$ cat config.mk
export PLATFORM = sky130hd
export DESIGN_NAME = m_ext_top
export DESIGN_NICKNAME = d
export VERILOG_FILES = /design/src/common/m_ext_pkg.sv /design/src/logic/m_ext_top.sv /design/src/div/div_unit.sv /design/src/mul/mul_wb.sv /design/src/mul/mul_mem.sv /design/src/mul/mul_ex.sv
export VERILOG_INCLUDE_DIRS = /design/src /design/src/common
export SDC_FILE = /design/constraint.sdc
export NUM_CORES = 2
export LEC_CHECK = 0
export ABC_AREA = 1
export BUFFER_PORTS_ARGS = -buffer_cell sky130_fd_sc_hd__clkbuf_2
export CAP_MARGIN = 0
export CELL_PAD_IN_SITES_DETAIL_PLACEMENT = 1
export CELL_PAD_IN_SITES_GLOBAL_PLACEMENT = 1
export CORE_MARGIN = 3
export CORE_UTILIZATION = 49
export DETAILED_ROUTE_END_ITERATION = 8
export PLACE_DENSITY = 0.81
export SLEW_MARGIN = 20
export SYNTH_ARGS = -nofsm -noshare
export SYNTH_HDL_FRONTEND = slang
export SYNTH_SLANG_ARGS = --single-unit
$ cat constraint.sdc
create_clock -name clk -period 7.6 [get_ports clk]
set_input_delay 0 -clock clk [delete_from_list [all_inputs] [get_ports clk]]
set_output_delay 0 -clock clk [all_outputs]
set_load 0.01 [all_outputs]
$ cat src/common/m_ext_cfg.svh
`ifndef M_EXT_CFG_SVH
`define M_EXT_CFG_SVH

// Operand and result width
`define M_XLEN 32

// Division stays busy for 32 bit steps plus a finish cycle
`define M_DIV_CYCLES 33

`endif
$ cat src/common/m_ext_pkg.sv
`include "m_ext_cfg.svh"

package m_ext_pkg;

  // Operation codes follow RISC-V funct3 and bit 2 marks divide ops
  typedef enum logic [2:0] {
    OP_MUL    = 3'b000,
    OP_MULH   = 3'b001,
    OP_MULHSU = 3'b010,
    OP_MULHU  = 3'b011,
    OP_DIV    = 3'b100,
    OP_DIVU   = 3'b101,
    OP_REM    = 3'b110,
    OP_REMU   = 3'b111
  } m_op_e;

  typedef struct packed {
    m_op_e              op;
    logic [`M_XLEN-1:0] rs1;
    logic [`M_XLEN-1:0] rs2;
  } m_req_t;

  // Four unsigned 16x16 partial products
  typedef struct packed {
    logic [31:0] ll;
    logic [31:0] lh;
    logic [31:0] hl;
    logic [31:0] hh;
  } pp_t;

  // Registered multiply state
  typedef struct packed {
    pp_t                pp;
    m_op_e              op;
    logic [`M_XLEN-1:0] rs1;
    logic [`M_XLEN-1:0] rs2;
  } mul_stage_t;

endpackage

$ cat src/logic/m_ext_top.sv
`include "m_ext_cfg.svh"

module m_ext_top (
  input  logic               clk,
  input  logic               rst_n,
  input  logic               en,
  input  m_ext_pkg::m_req_t  req,
  output logic               busy,
  output logic [`M_XLEN-1:0] result
);

  import m_ext_pkg::*;

  logic                 issue;
  pp_t                  pp;
  logic [2*`M_XLEN-1:0] product;
  mul_stage_t           stage;
  logic [`M_XLEN-1:0]   div_result;

  // Requests offered while the divider runs are dropped
  assign issue = en && !busy;

  mul_ex mul_ex_inst (
    .req (req),
    .pp  (pp)
  );

  mul_mem mul_mem_inst (
    .clk     (clk),
    .rst_n   (rst_n),
    .issue   (issue),
    .req     (req),
    .pp      (pp),
    .product (product),
    .stage   (stage)
  );

  div_unit div_unit_inst (
    .clk    (clk),
    .rst_n  (rst_n),
    .issue  (issue),
    .req    (req),
    .busy   (busy),
    .result (div_result)
  );

  mul_wb mul_wb_inst (
    .clk        (clk),
    .rst_n      (rst_n),
    .issue      (issue),
    .req        (req),
    .product    (product),
    .stage      (stage),
    .div_result (div_result),
    .result     (result)
  );

endmodule

$ cat src/div/div_unit.sv
`include "m_ext_cfg.svh"

module div_unit (
  input  logic               clk,
  input  logic               rst_n,
  input  logic               issue,
  input  m_ext_pkg::m_req_t  req,
  output logic               busy,
  output logic [`M_XLEN-1:0] result
);

  import m_ext_pkg::*;

  localparam int CNT_W = $clog2(`M_DIV_CYCLES);

  logic               start;
  logic               op_signed;
  logic               neg_a;
  logic               neg_b;
  logic [`M_XLEN-1:0] mag_a;
  logic [`M_XLEN-1:0] mag_b;
  logic [CNT_W-1:0]   cnt;
  logic               last_step;
  logic [`M_XLEN-1:0] quo;
  logic [`M_XLEN-1:0] rem;
  logic [`M_XLEN-1:0] divisor;
  logic               want_rem;
  logic               quo_neg;
  logic               rem_neg;
  logic               div_zero;
  logic [`M_XLEN:0]   shifted;
  logic [`M_XLEN+1:0] trial;
  logic [`M_XLEN-1:0] quo_final;
  logic [`M_XLEN-1:0] rem_final;

  assign start     = issue && req.op[2];
  assign op_signed = (req.op == OP_DIV) || (req.op == OP_REM);
  assign neg_a     = op_signed && req.rs1[`M_XLEN-1];
  assign neg_b     = op_signed && req.rs2[`M_XLEN-1];

  // -2^31 maps to 0x80000000, which is still right as an unsigned magnitude
  assign mag_a = neg_a ? -req.rs1 : req.rs1;
  assign mag_b = neg_b ? -req.rs2 : req.rs2;

  // The last count value is the finish cycle
  assign last_step = (cnt == CNT_W'(`M_DIV_CYCLES - 1));

  // Bring in the next dividend bit and try the subtract
  assign shifted = {rem, quo[`M_XLEN-1]};
  assign trial   = {1'b0, shifted} - {2'b0, divisor};

  // Remainder takes the dividend sign, which also covers divide by zero
  always_comb begin
    quo_final = quo_neg ? -quo : quo;
    if (div_zero) begin
      quo_final = '1;
    end
    rem_final = rem_neg ? -rem : rem;
  end

  always_ff @(posedge clk) begin
    if (!rst_n) begin
      busy   <= 1'b0;
      cnt    <= '0;
      result <= '0;
    end else if (start) begin
      busy <= 1'b1;
      cnt  <= '0;
    end else if (busy) begin
      if (last_step) begin
        busy   <= 1'b0;
        result <= want_rem ? rem_final : quo_final;
      end else begin
        cnt <= cnt + 1'b1;
      end
    end
  end

  // Quotient bits shift in behind the dividend bits
  always_ff @(posedge clk) begin
    if (start) begin
      quo      <= mag_a;
      rem      <= '0;
      divisor  <= mag_b;
      want_rem <= req.op[1];
      quo_neg  <= neg_a ^ neg_b;
      rem_neg  <= neg_a;
      div_zero <= (req.rs2 == '0);
    end else if (busy && !last_step) begin
      if (!trial[`M_XLEN+1]) begin
        rem <= trial[`M_XLEN-1:0];
        quo <= {quo[`M_XLEN-2:0], 1'b1};
      end else begin
        rem <= shifted[`M_XLEN-1:0];
        quo <= {quo[`M_XLEN-2:0], 1'b0};
      end
    end
  end

endmodule

$ cat src/mul/mul_wb.sv
`include "m_ext_cfg.svh"

module mul_wb (
  input  logic                  clk,
  input  logic                  rst_n,
  input  logic                  issue,
  input  m_ext_pkg::m_req_t     req,
  input  logic [2*`M_XLEN-1:0]  product,
  input  m_ext_pkg::mul_stage_t stage,
  input  logic [`M_XLEN-1:0]    div_result,
  output logic [`M_XLEN-1:0]    result
);

  import m_ext_pkg::*;

  logic               div_sel;
  logic               a_signed;
  logic               b_signed;
  logic [`M_XLEN-1:0] hi_fix;
  logic [`M_XLEN-1:0] mul_result;

  assign a_signed = (stage.op == OP_MULH) || (stage.op == OP_MULHSU);
  assign b_signed = (stage.op == OP_MULH);

  // A negative signed operand adds -2^32 times the other operand,
  // which only touches the upper word
  always_comb begin
    hi_fix = product[2*`M_XLEN-1:`M_XLEN];
    if (a_signed && stage.rs1[`M_XLEN-1]) begin
      hi_fix = hi_fix - stage.rs2;
    end
    if (b_signed && stage.rs2[`M_XLEN-1]) begin
      hi_fix = hi_fix - stage.rs1;
    end
  end

  // Low word for MUL, upper word otherwise
  always_comb begin
    if (stage.op == OP_MUL) begin
      mul_result = product[`M_XLEN-1:0];
    end else begin
      mul_result = hi_fix;
    end
  end

  // Class of the last issued op
  always_ff @(posedge clk) begin
    if (!rst_n) begin
      div_sel <= 1'b0;
    end else if (issue) begin
      div_sel <= req.op[2];
    end
  end

  assign result = div_sel ? div_result : mul_result;

endmodule

$ cat src/mul/mul_mem.sv
`include "m_ext_cfg.svh"

module mul_mem (
  input  logic                  clk,
  input  logic                  rst_n,
  input  logic                  issue,
  input  m_ext_pkg::m_req_t     req,
  input  m_ext_pkg::pp_t        pp,
  output logic [2*`M_XLEN-1:0]  product,
  output m_ext_pkg::mul_stage_t stage
);

  import m_ext_pkg::*;

  logic [2*`M_XLEN-1:0] lh_shifted;
  logic [2*`M_XLEN-1:0] hl_shifted;

  // Only multiply issues load the stage, so a divide leaves it untouched
  always_ff @(posedge clk) begin
    if (!rst_n) begin
      stage <= '0;
    end else if (issue && !req.op[2]) begin
      stage <= mul_stage_t'{
        pp:  pp,
        op:  req.op,
        rs1: req.rs1,
        rs2: req.rs2
      };
    end
  end

  // Cross terms weigh 2^16
  assign lh_shifted = {16'b0, stage.pp.lh, 16'b0};
  assign hl_shifted = {16'b0, stage.pp.hl, 16'b0};

  // High term at bit 32 and low term at bit 0 concatenate without overlap
  assign product = {stage.pp.hh, stage.pp.ll} + lh_shifted + hl_shifted;

endmodule

$ cat src/mul/mul_ex.sv
module mul_ex (
  input  m_ext_pkg::m_req_t req,
  output m_ext_pkg::pp_t    pp
);

  import m_ext_pkg::*;

  logic [15:0] a_lo;
  logic [15:0] a_hi;
  logic [15:0] b_lo;
  logic [15:0] b_hi;

  // Operand halves, always treated as unsigned here
  assign a_lo = req.rs1[15:0];
  assign a_hi = req.rs1[31:16];
  assign b_lo = req.rs2[15:0];
  assign b_hi = req.rs2[31:16];

  // Sign handling is left to write-back
  assign pp = pp_t'{
    ll: 32'(a_lo) * 32'(b_lo),
    lh: 32'(a_lo) * 32'(b_hi),
    hl: 32'(a_hi) * 32'(b_lo),
    hh: 32'(a_hi) * 32'(b_hi)
  };

endmodule

==> results.yml <==
die:
  rows: 129
  pin_count: 103
  fp.dieW_um: 361
  initial_core_util: 0.497
  core_um2: 125000
  die_y_um: 361
  die_area_um2: 131000
sta:
  finalHoldViolCount: 0
  setup_viol_count_final: 0
  worst_slew_pin_slew_ps: 1310
  maxSlewHeadroom: 0.116
  clock_skew_ps: 42.8
  period_share: 0.952
  slew_viol_final: 0
  fin_crit_ps: 7240
  timing.fmax_mhz: 138
  hold_ws_ps: 57.0
global_routing:
  antenna_found_initial: 28
  grt_pass1_wl_um: 397000
  grt-ovfl-total: 0
  use_met3: 0.0684
  busiest_layer: "met2"
  grt_util_met2: 0.671
  grt_usage: 0.401
  grt_max_degree: 129
  grt_pass1_vias: 65300
  use_met1: 0.487
setup_path:
  critPathCaptureType: "primary output"
  path_max_fanout: 5
  cp_slowest_stage_delay_ps: 440
  path_class: "reg2out"
  slowest_stage: "fa_2"
  critPathLaunchType: "flip-flop"
  cp.required_ps: 7600
  crit_arrival_ps: 7240
  cp_common_cell: "nand2_1"
synth:
  synth_async_sr_flop_share: 0
  ys_types: 65
  yosysTopAreaCell: "fa_1"
  synth.area.top_cells: "fa_1 26%, nand2_1 14%, inv_1 13%, ha_1 11%, dfxtp_1 8.6%"
  yosysTopAreaCellShare: 0.263
  syn_inst: 8906
  ys.flop_type: "dfxtp_1"
  synth_area_um2: 61900
  synth_edf_count: 68
  synth.ff_latch_count: 335
  synth_seq_area_share: 0.119
  synth_warnings: 0
  synth_nets: 10300
  syn_avg_cell_area_um2: 6.95
clocking:
  cts.path.max_buffers: 3
  cts_root_buf: "clkbuf_16"
  clkLatencyLatePin_ps: 640
  cts_tree: "yes"
  clk_pin_slew_ps: 60
  cts_buffers: 43
  ctsHtreeMaxLevel: 2
  cts_setup_buffers: 0
  cts_sinks: 335
detailed_routing:
  postRouteAntennaNets: 0
  vias_per_cell: 5.73
  firstDrtPassIters: 6
  wl_um: 260000
  num_vias: 60200
  drt_iter0_drc: 4454
  wl_per_cell_um: 24.8
  drc: 0
final_layout:
  fin_cells: 10500
  finalNetCount: 10200
  n_fill_cell: 16400
  final_common_cell: "nand2_1"
  syn2layout_area_growth_pct: 6.06
  layout_common_cells: "2291 x nand2_1, 2062 x inv_1, 811 x fa_1, 541 x ha_1, 475 x nor2_1"
  final_core_util: 0.527
  drive_above_1_share: 0.0503
status:
  status: "completed"
place:
  portBuffers: 102
  place_hpwl_um: 213000
  dp_cells: 10400
  gp_congestion: 1.02
min_path:
  hp-class: "in2reg"
run:
  max_cap_violations: 0
## flip-flops by register name (all words and copies together), names as in the netlist
| signal | flops |
|---|---|
| div_unit_inst.busy | 1 |
| div_unit_inst.cnt | 6 |
| div_unit_inst.div_zero | 1 |
| div_unit_inst.divisor | 32 |
| div_unit_inst.quo | 32 |
| div_unit_inst.quo_neg | 1 |
| div_unit_inst.rem | 32 |
| div_unit_inst.rem_neg | 1 |
| div_unit_inst.result | 32 |
| div_unit_inst.want_rem | 1 |
| mul_mem_inst.stage | 195 |
| mul_wb_inst.div_sel | 1 |
## final cells by class
| cell class | instances | area [um2] | share of cell area |
|---|---|---|---|
| Sequential cell | 335 | 7390 | 0.113 |
| Tap cell | 1637 | 2050 | 0.0312 |
| Multi-Input combinational cell | 6109 | 45300 | 0.691 |
| Clock inverter | 26 | 303 | 0.00461 |
| Antenna cell | 23 | 57.6 | 0.000877 |
| Timing Repair Buffer | 227 | 1540 | 0.0234 |
| Inverter | 2082 | 7820 | 0.119 |
| Clock buffer | 52 | 1140 | 0.0174 |
## logic make-up (layout without fill, tap and decap cells)
| group | Yosys count | count (layout) | synth area share |
|---|---|---|---|
| AND/OR/NAND/NOR | 3413 | 3413 | 0.227 |
| buffers and inverters | 2462 | 2387 | 0.151 |
| adder cells (fa/ha/maj) | 1360 | 1360 | 0.373 |
| AO/OA/AOI/OAI | 1180 | 1180 | 0.108 |
| flip-flops | 335 | 335 | 0.119 |
| XOR/XNOR | 156 | 156 | 0.0222 |
| other | 0 | 23 | 0 |
## synthesized netlist by cell type, types with 13 or more instances
cell / instances
nand2_1: 2295
inv_1: 2066
fa_1: 812
ha_1: 548
nor2_1: 483
a21oi_1: 426
o21ai_0: 383
nand3_1: 367
clkbuf_1: 315
dfxtp_1: 267
xor2_1: 110
nand4_1: 76
edfxtp_1: 68
nor3_1: 64
o21ai_1: 57
o22ai_1: 55
o21bai_1: 50
xnor2_1: 45
a31oi_1: 43
buf_1: 40
o211ai_1: 37
a21o_1: 34
or2_2: 24
buf_2: 18
o21a_1: 16
o221ai_1: 16
nor4_1: 14
nand2_2: 13
## final timing paths
| path | startpoint | endpoint | slack [ps] | depth (start not counted) |
|---|---|---|---|---|
| setup / recovery | mul_mem_inst.stage[99] | result[13] | 360 | 32 |
| hold / removal | req[0] | div_unit_inst.divisor[0] | 60 | 2 |
| setup reg to reg | div_unit_inst.busy | mul_mem_inst.stage[192] | 4300 | 10 |
| hold reg to reg | mul_mem_inst.stage[66] | mul_mem_inst.stage[66] | 460 | 2 |
## what timing repair did
action | in CTS | in global routing
endpoints found under the setup margin | 3 | 22
pin swaps | 0 | 3
gates resized for setup | 4 | 40
hold endpoints to repair | 18 | 0
hold buffers | 5 | 0
## per-stage QoR
step / area, um2 / TNS (ps) / setup slack [ps]
5_1_grt: 65600 / -6.71 / -6.71
4_1_cts: 65400 / 0 / 13.2
3_3_place_gp: 63900 / 0 / 533
2_1_floorplan: 61900 / 0 / 2150
6_report: 65600 / 0 / 364
3_5_place_dp: 63900 / 0 / 523
## critical path: cells and delay by family (launching register included)
family          cells  cell delay [ps]
compound gates      8             1910
xor+xnor            1              290
fa+ha+maj           5             1810
buf+inv             6              700
flops               1              320
simple gates       12             1570
## routing by layer
| metal | vias up | wire, um |
|---|---|---|
| li1 | 26900 | - |
| met1 | 30300 | 103000 |
| met2 | 2205 | 121000 |
| met3 | 735 | 18100 |
| met4 | 12 | 18300 |
| met5 | - | 71 |
Power is not shown: default switching activity piles up to over one toggle a cycle in this logic, so the estimate is an artifact.
